$ cat config.mk
export PLATFORM = sky130hd
export DESIGN_NAME = cpuTop
export DESIGN_NICKNAME = d
export VERILOG_FILES = /design/src/cpuPkg.sv /design/src/cpuTop.sv /design/src/microSeq.sv /design/src/memPort.sv /design/src/fetchUnit.sv /design/src/busRegisters.sv /design/src/aluUnit.sv
export VERILOG_INCLUDE_DIRS = /design/src /design/src/src
export SDC_FILE = /design/constraint.sdc
export NUM_CORES = 1
export LEC_CHECK = 0
export ABC_AREA = 0
export ABC_CLOCK_PERIOD_IN_PS = 13170
export BUFFER_PORTS_ARGS = -buffer_cell sky130_fd_sc_hd__buf_2
export CELL_PAD_IN_SITES_DETAIL_PLACEMENT = 0
export CELL_PAD_IN_SITES_GLOBAL_PLACEMENT = 1
export CORE_MARGIN = 2
export CORE_UTILIZATION = 40
export CTS_CLUSTER_DIAMETER = 40
export DETAILED_ROUTE_END_ITERATION = 16
export PLACE_DENSITY_LB_ADDON = 0.1
export SETUP_SLACK_MARGIN = 0.5
export SYNTH_ARGS = -nofsm -noshare
export SYNTH_HDL_FRONTEND = slang
export SYNTH_HIERARCHICAL = 1
export SYNTH_SLANG_ARGS = --single-unit
export TNS_END_PERCENT = 100
$ cat constraint.sdc
create_clock -name clk -period 13.17 [get_ports clk]
set_clock_uncertainty 0.15 [all_clocks]
set_input_delay 1.317 -clock clk [delete_from_list [all_inputs] [get_ports clk]]
set_output_delay 1.317 -clock clk [all_outputs]
set_load 0.05 [all_outputs]
$ cat src/cpu_consts.svh
`ifndef CPU_CONSTS_SVH
`define CPU_CONSTS_SVH

// ==============================
// widths
// ==============================

`define DATA_W 16
`define ADDR_W 12

// ==============================
// opcodes
// ==============================

`define OP_LDX 4'h0
`define OP_LDY 4'h1
`define OP_LDI 4'h2
`define OP_ADD 4'h3
`define OP_SUB 4'h4
`define OP_AND 4'h5
`define OP_OR  4'h6
`define OP_STX 4'h7
`define OP_JMP 4'h8
`define OP_JC  4'h9
`define OP_JZ  4'hA
`define OP_JLT 4'hB
`define OP_JGT 4'hC
`define OP_HLT 4'hD

`define T_MAX 4 // number of microsteps in one instruction.

`endif
$ cat src/cpuPkg.sv
`include "cpu_consts.svh"

package cpuPkg;

    typedef enum logic [3:0] {
        opLdx = `OP_LDX,
        opLdy = `OP_LDY,
        opLdi = `OP_LDI,
        opAdd = `OP_ADD,
        opSub = `OP_SUB,
        opAnd = `OP_AND,
        opOr  = `OP_OR,
        opStx = `OP_STX,
        opJmp = `OP_JMP,
        opJc  = `OP_JC,
        opJz  = `OP_JZ,
        opJlt = `OP_JLT,
        opJgt = `OP_JGT,
        opHlt = `OP_HLT
    } opcodeT;

    typedef struct packed {
        opcodeT             op;
        logic [`ADDR_W-1:0] operand; // address or immediate.
    } instrT;

    typedef enum logic [2:0] {
        srcNone,
        srcAlu,
        srcMem,
        srcOperand,
        srcPc
    } busSrcT;

    typedef enum logic [1:0] {
        aluAdd,
        aluSub,
        aluAnd,
        aluOr
    } aluOpT;

    typedef struct packed {
        logic c;
        logic z;
        logic lt;
    } flagsT;

    // ==============================
    // microinstruction
    // ==============================

    typedef struct packed {
        busSrcT busSrc;
        logic   xLoad;
        logic   yLoad;
        logic   addrLoad;
        logic   irLoad;
        logic   flagsLoad;
        logic   pcInc;
        logic   pcLoad;
        logic   memRead;
        logic   memWrite;
        logic   addrSel;  // 0 takes the pc, 1 the address register.
        aluOpT  aluOp;
        logic   endInstr;
        logic   halt;
    } ctrlWordT;

    typedef struct packed {
        logic               cyc;
        logic               stb;
        logic               we;
        logic [`ADDR_W-1:0] adr;
        logic [`DATA_W-1:0] dat;
    } wbReqT;

    typedef struct packed {
        logic               ack;
        logic [`DATA_W-1:0] dat;
    } wbRspT;

endpackage

$ cat src/cpuTop.sv
`timescale 1ns/10ps
`include "cpu_consts.svh"

module cpuTop (
    input  logic          clk,
    input  logic          rstN,
    output cpuPkg::wbReqT wbReq,
    input  cpuPkg::wbRspT wbRsp,
    output logic          halted
);
    import cpuPkg::*;

    ctrlWordT           ctrl;
    instrT              instr;
    flagsT              flags;
    logic               memDone;
    logic [`DATA_W-1:0] memData;
    logic [`DATA_W-1:0] bus;
    logic [`DATA_W-1:0] aluRes;
    logic [`DATA_W-1:0] x;
    logic [`DATA_W-1:0] y;
    logic [`ADDR_W-1:0] addr;
    logic [`ADDR_W-1:0] pc;

    // ==============================
    // control
    // ==============================

    microSeq u_microSeq (
        .clk(clk), .rstN(rstN), .instr(instr), .flags(flags),
        .memDone(memDone), .ctrl(ctrl), .halted(halted)
    );

    // ==============================
    // datapath
    // ==============================

    fetchUnit u_fetchUnit (
        .clk(clk), .rstN(rstN), .ctrl(ctrl), .bus(bus), .pc(pc), .instr(instr)
    );

    busRegisters u_busRegisters (
        .clk(clk), .rstN(rstN), .ctrl(ctrl), .aluRes(aluRes), .memData(memData),
        .operand(instr.operand), .pc(pc), .bus(bus), .x(x), .y(y), .addr(addr)
    );

    aluUnit u_aluUnit (
        .clk(clk), .rstN(rstN), .ctrl(ctrl), .x(x), .y(y),
        .aluRes(aluRes), .flags(flags)
    );

    memPort u_memPort (
        .clk(clk), .rstN(rstN), .ctrl(ctrl), .pc(pc), .addr(addr), .x(x),
        .memData(memData), .memDone(memDone), .wbReq(wbReq), .wbRsp(wbRsp)
    );

endmodule

$ cat src/microSeq.sv
`timescale 1ns/10ps
`include "cpu_consts.svh"

module microSeq (
    input  logic             clk,
    input  logic             rstN,
    input  cpuPkg::instrT    instr,
    input  cpuPkg::flagsT    flags,
    input  logic             memDone,
    output cpuPkg::ctrlWordT ctrl,
    output logic             halted
);
    import cpuPkg::*;

    localparam int TW = $clog2(`T_MAX);

    logic [TW-1:0] tState;
    ctrlWordT      decoded;
    logic          jumpOk;
    logic          stall;

    // ==============================
    // decode
    // ==============================

    always_comb begin
        decoded = '0;
        case (tState)
            0: begin // fetch.
                decoded.busSrc  = srcMem;
                decoded.memRead = 1'b1;
                decoded.irLoad  = 1'b1;
                decoded.pcInc   = 1'b1;
            end
            1: begin
                case (instr.op)
                    opLdx, opLdy, opStx: begin
                        decoded.busSrc   = srcOperand;
                        decoded.addrLoad = 1'b1;
                    end
                    opLdi: begin
                        decoded.busSrc   = srcOperand;
                        decoded.xLoad    = 1'b1;
                        decoded.endInstr = 1'b1;
                    end
                    opAdd, opSub, opAnd, opOr: begin
                        decoded.busSrc    = srcAlu;
                        decoded.xLoad     = 1'b1;
                        decoded.flagsLoad = 1'b1;
                        decoded.aluOp     = aluOpT'(instr.op - opAdd); // same order as aluOpT.
                        decoded.endInstr  = 1'b1;
                    end
                    opJmp, opJc, opJz, opJlt, opJgt: begin
                        decoded.busSrc   = srcOperand;
                        decoded.pcLoad   = 1'b1;
                        decoded.endInstr = 1'b1;
                    end
                    opHlt: begin
                        decoded.halt     = 1'b1;
                        decoded.endInstr = 1'b1;
                    end
                    default: decoded.endInstr = 1'b1; // unused opcodes act as no-ops.
                endcase
            end
            2: begin // data bus cycle.
                decoded.addrSel  = 1'b1;
                decoded.endInstr = 1'b1;
                case (instr.op)
                    opLdx: begin
                        decoded.busSrc  = srcMem;
                        decoded.memRead = 1'b1;
                        decoded.xLoad   = 1'b1;
                    end
                    opLdy: begin
                        decoded.busSrc  = srcMem;
                        decoded.memRead = 1'b1;
                        decoded.yLoad   = 1'b1;
                    end
                    opStx:   decoded.memWrite = 1'b1;
                    default: decoded.addrSel  = 1'b0;
                endcase
            end
            default: decoded.endInstr = 1'b1;
        endcase
    end

    always_comb begin
        case (instr.op)
            opJc:    jumpOk = flags.c;
            opJz:    jumpOk = flags.z;
            opJlt:   jumpOk = flags.lt;
            opJgt:   jumpOk = ~flags.z & ~flags.lt;
            default: jumpOk = 1'b1;
        endcase
    end

    // ==============================
    // gating
    // ==============================

    assign stall = (decoded.memRead | decoded.memWrite) & ~memDone;

    always_comb begin
        ctrl = decoded;
        if (halted) begin
            ctrl = '0;
        end else begin
            if (stall) begin // loads wait for the data.
                ctrl.xLoad    = 1'b0;
                ctrl.yLoad    = 1'b0;
                ctrl.irLoad   = 1'b0;
                ctrl.pcInc    = 1'b0;
                ctrl.endInstr = 1'b0;
            end
            if (!jumpOk) ctrl.pcLoad = 1'b0;
        end
    end

    // ==============================
    // T-state and halt
    // ==============================

    always_ff @(posedge clk) begin
        if (!rstN) begin
            tState <= '0;
            halted <= 1'b0;
        end else begin
            if (ctrl.halt) halted <= 1'b1; // held until reset.
            if (ctrl.endInstr) begin
                tState <= '0;
            end else if (!halted && !stall) begin
                tState <= tState + 1'b1;
            end
        end
    end

endmodule

$ cat src/memPort.sv
`timescale 1ns/10ps
`include "cpu_consts.svh"

module memPort (
    input  logic               clk,
    input  logic               rstN,
    input  cpuPkg::ctrlWordT   ctrl,
    input  logic [`ADDR_W-1:0] pc,
    input  logic [`ADDR_W-1:0] addr,
    input  logic [`DATA_W-1:0] x,
    output logic [`DATA_W-1:0] memData,
    output logic               memDone,
    output cpuPkg::wbReqT      wbReq,
    input  cpuPkg::wbRspT      wbRsp
);
    logic               cycOn;
    logic               weQ;
    logic [`ADDR_W-1:0] adrQ;
    logic [`DATA_W-1:0] datQ;
    logic               request;
    logic               start;

    assign request = ctrl.memRead | ctrl.memWrite;

    // the sequencer still shows the request during memDone, so that cycle must not restart.
    assign start = request & ~cycOn & ~memDone;

    // ==============================
    // cycle control
    // ==============================

    always_ff @(posedge clk) begin
        if (!rstN) begin
            cycOn   <= 1'b0;
            weQ     <= 1'b0;
            memDone <= 1'b0;
        end else begin
            memDone <= 1'b0;
            if (cycOn) begin
                if (wbRsp.ack) begin
                    cycOn   <= 1'b0; // cyc and stb drop the cycle after ack.
                    memDone <= 1'b1;
                end
            end else if (start) begin
                cycOn <= 1'b1;
                weQ   <= ctrl.memWrite;
            end
        end
    end

    // address and write data held stable for the whole cycle.
    always_ff @(posedge clk) begin
        if (start) begin
            adrQ <= ctrl.addrSel ? addr : pc;
            datQ <= x;
        end
        if (cycOn && wbRsp.ack) begin
            memData <= wbRsp.dat;
        end
    end

    assign wbReq = '{
        cyc: cycOn,
        stb: cycOn,
        we:  weQ,
        adr: adrQ,
        dat: datQ
    };

endmodule

$ cat src/fetchUnit.sv
`timescale 1ns/10ps
`include "cpu_consts.svh"

module fetchUnit (
    input  logic               clk,
    input  logic               rstN,
    input  cpuPkg::ctrlWordT   ctrl,
    input  logic [`DATA_W-1:0] bus,
    output logic [`ADDR_W-1:0] pc,
    output cpuPkg::instrT      instr
);
    import cpuPkg::*;

    logic [`ADDR_W-1:0] pcNext;

    // ==============================
    // program counter
    // ==============================

    always_comb begin
        pcNext = pc;
        if (ctrl.pcLoad) begin
            pcNext = bus[`ADDR_W-1:0]; // taken jump.
        end else if (ctrl.pcInc) begin
            pcNext = pc + 1'b1; // wraps at the top of memory.
        end
    end

    always_ff @(posedge clk) begin
        if (!rstN) begin
            pc <= '0;
        end else begin
            pc <= pcNext;
        end
    end

    // ==============================
    // instruction register
    // ==============================

    always_ff @(posedge clk) begin
        if (!rstN) begin
            instr <= '0;
        end else if (ctrl.irLoad) begin
            instr <= instrT'(bus);
        end
    end

endmodule

$ cat src/busRegisters.sv
`timescale 1ns/10ps
`include "cpu_consts.svh"

module busRegisters (
    input  logic               clk,
    input  logic               rstN,
    input  cpuPkg::ctrlWordT   ctrl,
    input  logic [`DATA_W-1:0] aluRes,
    input  logic [`DATA_W-1:0] memData,
    input  logic [`ADDR_W-1:0] operand,
    input  logic [`ADDR_W-1:0] pc,
    output logic [`DATA_W-1:0] bus,
    output logic [`DATA_W-1:0] x,
    output logic [`DATA_W-1:0] y,
    output logic [`ADDR_W-1:0] addr
);
    import cpuPkg::*;

    always_comb begin
        case (ctrl.busSrc)
            srcAlu:     bus = aluRes;
            srcMem:     bus = memData;
            srcOperand: bus = {{(`DATA_W-`ADDR_W){1'b0}}, operand}; // zero-extended.
            srcPc:      bus = {{(`DATA_W-`ADDR_W){1'b0}}, pc};
            default:    bus = '0;
        endcase
    end

    always_ff @(posedge clk) begin
        if (!rstN) begin
            x    <= '0;
            y    <= '0;
            addr <= '0;
        end else begin
            if (ctrl.xLoad)    x    <= bus;
            if (ctrl.yLoad)    y    <= bus;
            if (ctrl.addrLoad) addr <= bus[`ADDR_W-1:0]; // upper bits are dropped.
        end
    end

endmodule

$ cat src/aluUnit.sv
`timescale 1ns/10ps
`include "cpu_consts.svh"

module aluUnit (
    input  logic               clk,
    input  logic               rstN,
    input  cpuPkg::ctrlWordT   ctrl,
    input  logic [`DATA_W-1:0] x,
    input  logic [`DATA_W-1:0] y,
    output logic [`DATA_W-1:0] aluRes,
    output cpuPkg::flagsT      flags
);
    import cpuPkg::*;

    logic               subOp;
    logic [`DATA_W-1:0] yOperand;
    logic [`DATA_W:0]   sum;

    // ==============================
    // adder and logic ops
    // ==============================

    assign subOp    = (ctrl.aluOp == aluSub);
    assign yOperand = subOp ? ~y : y; // x - y is x + ~y + 1.

    // the adder also runs for and/or, so its carry is what c records there.
    assign sum = {1'b0, x} + {1'b0, yOperand} + {{`DATA_W{1'b0}}, subOp};

    always_comb begin
        case (ctrl.aluOp)
            aluAdd:  aluRes = sum[`DATA_W-1:0];
            aluSub:  aluRes = sum[`DATA_W-1:0];
            aluAnd:  aluRes = x & y;
            aluOr:   aluRes = x | y;
            default: aluRes = '0;
        endcase
    end

    // ==============================
    // flag register
    // ==============================

    always_ff @(posedge clk) begin
        if (!rstN) begin
            flags <= '0;
        end else if (ctrl.flagsLoad) begin
            flags.c  <= sum[`DATA_W];
            flags.z  <= (aluRes == '0);
            flags.lt <= aluRes[`DATA_W-1]; // sign bit of the result.
        end
    end

endmodule

==> results.yml <==
route:
  drtPass1Iterations: 5
  ant_nets: 0
  vias: 5941
  routed_wl_mm: 20.4
  routed_via_density: 5.85
  drt_iter0_markers: 540
  drc: 0
  wl_per_cell_um: 20.1
critical_path:
  cp.required_ns: 13.37
  rr_startpoint: "u_fetchUnit/instr[13]"
  rr_worst_depth: 20
  cp_data_arrival_time_ns: 6.12
  path_class: "reg -> reg"
  endpoint_kind: "register"
  regToRegSetupSlack_ns: 7.25
  reg2reg_to: "u_fetchUnit/instr[13]"
  cp-start-kind: "register"
  critPathMaxFanout: 35
layout:
  diodes: 0
  nets: 822
  fillers: 1748
  area_growth_pct: 12.7
  finalNonFillerCells: 1015
  seq_area_um2: 2940
  drive_above_1_share_pct: 17.6
  multiInputGateArea_um2: 4030
clock_network:
  clk_pin_slew_ns: 0.06
  postCtsHoldBufs: 0
  postCtsResizedCells: 0
  cts.htree.levels: 4
  cts.sinks: 125
  post-cts-setup-buffers: 0
  cts-root-buf: "clkbuf_16"
  cts_tree: "done"
  numCtsBuffers: 17
  cts_buffer_depth: 2
  worstSkewPairLatency_ns: 0.42
grt:
  grt_max_degree: 67
  grtUsageTotal_pct: 21.3
  grt_pass1_wl_mm: 32.8
  gr-total-overflow: 0
  antenna_found_initial: 0
  grt_pass1_vias: 5821
power_and_ir_drop:
  p_clk_share_pct: 32.6
  power_frac_seq_pct: 35.1
  switching_share_pct: 39.0
  vdd_drop_max_mv: 0.0993
  power_mw: 1.47
  p_leak_nw: 3.28
  p_int_uw: 896
  p_per_area_nw_per_um2: 178
  p_sw_uw: 574
  combPwrFrac_pct: 32.3
synthesis:
  syn_area_per_cell_um2: 9.86
  syn_nets: 792
  ys_warn_count: 6
  synthCells: 743
  syn-cell-area_um2: 7320
min_path:
  min_from: "u_fetchUnit/instr[4]"
  hold_end: "u_fetchUnit/instr[4]"
  whs_path_depth: 2
  hold_path_class: "reg -> reg"
sta:
  layout_min_cycle_time_ns: 5.92
  fmax_ghz: 0.169
  slew_violations: 0
  finalSetupTns_ns: 0
  setup_viol: 0
  rsz0062_at_grt: "false"
  fin_ws_ns: 7.25
  finalHoldViolations: 0
  final.period_utilization_pct: 45.0
  tightestPinTransition_ns: 1.31
  slew-limit-headroom_pct: 12.4
floorplan:
  num_rows: 49
  fp.dieH_um: 139
  ios: 51
  core-area_um2: 18000
  start_util_pct: 40.8
  fp.dieW_um: 139
  die_area_um2: 19400
place:
  pre_cts_ws_ns: 7.34
  portBuffers: 50
  post-place-cells: 983
  place_congestion: 0.829
  hpwl_mm: 14.1
status:
  status: "complete, no violations"
run:
  cap_violations: 0
==> critical path, cell delays in order, from the launching register on <==
cell and delay (ns):
dfxtp_1 0.34, inv_1 0.09, ha_1 0.37, nor3_1 0.14, a211oi_2 0.51, and2_1 0.21
buf_4 0.34, inv_2 0.20, nand2_1 0.64, xnor2_1 0.22, ha_1 0.31, nor4bb_1 0.14
a311o_1 0.38, o21ai_1 0.28, a21oi_1 0.13, xnor2_1 0.14, o21ai_0 0.46, nand3b_1 0.16
a21oi_1 0.37, mux2i_1 0.13, nor2_1 0.11
==> metrics by stage <==
stage | utilization (%) | area, µm² | hold slack (ns)
after CTS | 45.9 | 8250 | 0.348
after floorplan | - | 7320 | 0.308
after global placement | 42.6 | 7660 | 0.323
after detailed placement | 42.6 | 7660 | 0.332
after global routing | 45.9 | 8250 | 0.366
final | 45.9 | 8250 | 0.344
==> how the worst max path moves through the flow <==
stage | endpoint | slack (ns) | from | cells past startpoint
final | u_fetchUnit/instr[13] | 7.25 | u_fetchUnit/instr[13] | 20
after global routing | u_fetchUnit/pc[10] | 6.67 | u_fetchUnit/instr[13] | 22
after CTS | u_fetchUnit/instr[13] | 7.30 | u_fetchUnit/instr[13] | 20
after detailed placement | u_fetchUnit/instr[13] | 7.34 | u_fetchUnit/instr[13] | 20
after global placement | u_fetchUnit/instr[13] | 7.51 | u_fetchUnit/instr[13] | 20
after floorplan | u_fetchUnit/instr[14] | 8.15 | u_microSeq/halted | 22
==> layout by cell type (no fill, tap or decap), types with 17 or more instances in the layout <==
cell / instances
a41oi_1: 37
buf_2: 50
a21oi_1: 40
nor2b_1: 21
clkbuf_16: 17
inv_1: 20
mux2i_1: 18
nand2_1: 49
nor2_1: 39
ha_1: 29
dfxtp_1: 81
o21ai_0: 52
edfxtp_1: 44
nand3_1: 22
xnor2_1: 23
==> per-layer routing <==
metal	vias to the layer above	global-route usage, %	routed length (µm)
met1	2894	31.8	10300
met4	0	6.22	279
met3	20	3.41	1060
li1	2857	-	-
met5	-	0	0
met2	170	31.9	8720
==> final cells by class <==
| class | instances | area share, % |
|---|---|---|
| Tap cell | 229 | 3.47 |
| Inverter | 21 | 0.955 |
| Clock buffer | 17 | 5.16 |
| Timing Repair Buffer | 59 | 3.85 |
| Multi-Input combinational cell | 549 | 48.9 |
| Clock inverter | 15 | 2.03 |
| Sequential cell | 125 | 35.7 |
==> power groups by stage <==
| stage | combinational (mW) | clock (mW) | sequential, mW |
|---|---|---|---|
| final | 0.474 | 0.479 | 0.516 |
| after global routing | 0.504 | 0.505 | 0.526 |
| after CTS | 0.473 | 0.487 | 0.517 |
| after detailed placement | 0.472 | 0 | 0.524 |
| after global placement | 0.470 | 0 | 0.522 |
| after floorplan | 0.207 | 0 | 0.677 |
==> state kept, by name, indices dropped and copies added, names as in the netlist, 2 cells and up <==
signal               cells
u_fetchUnit/pc          12
u_busRegisters/x        16
u_busRegisters/y        16
u_microSeq/tState        2
u_busRegisters/addr     12
u_memPort/adrQ          12
u_aluUnit/flags          3
u_memPort/memData       16
u_memPort/datQ          16
u_fetchUnit/instr       16
Power figures use the tool's default switching activity.
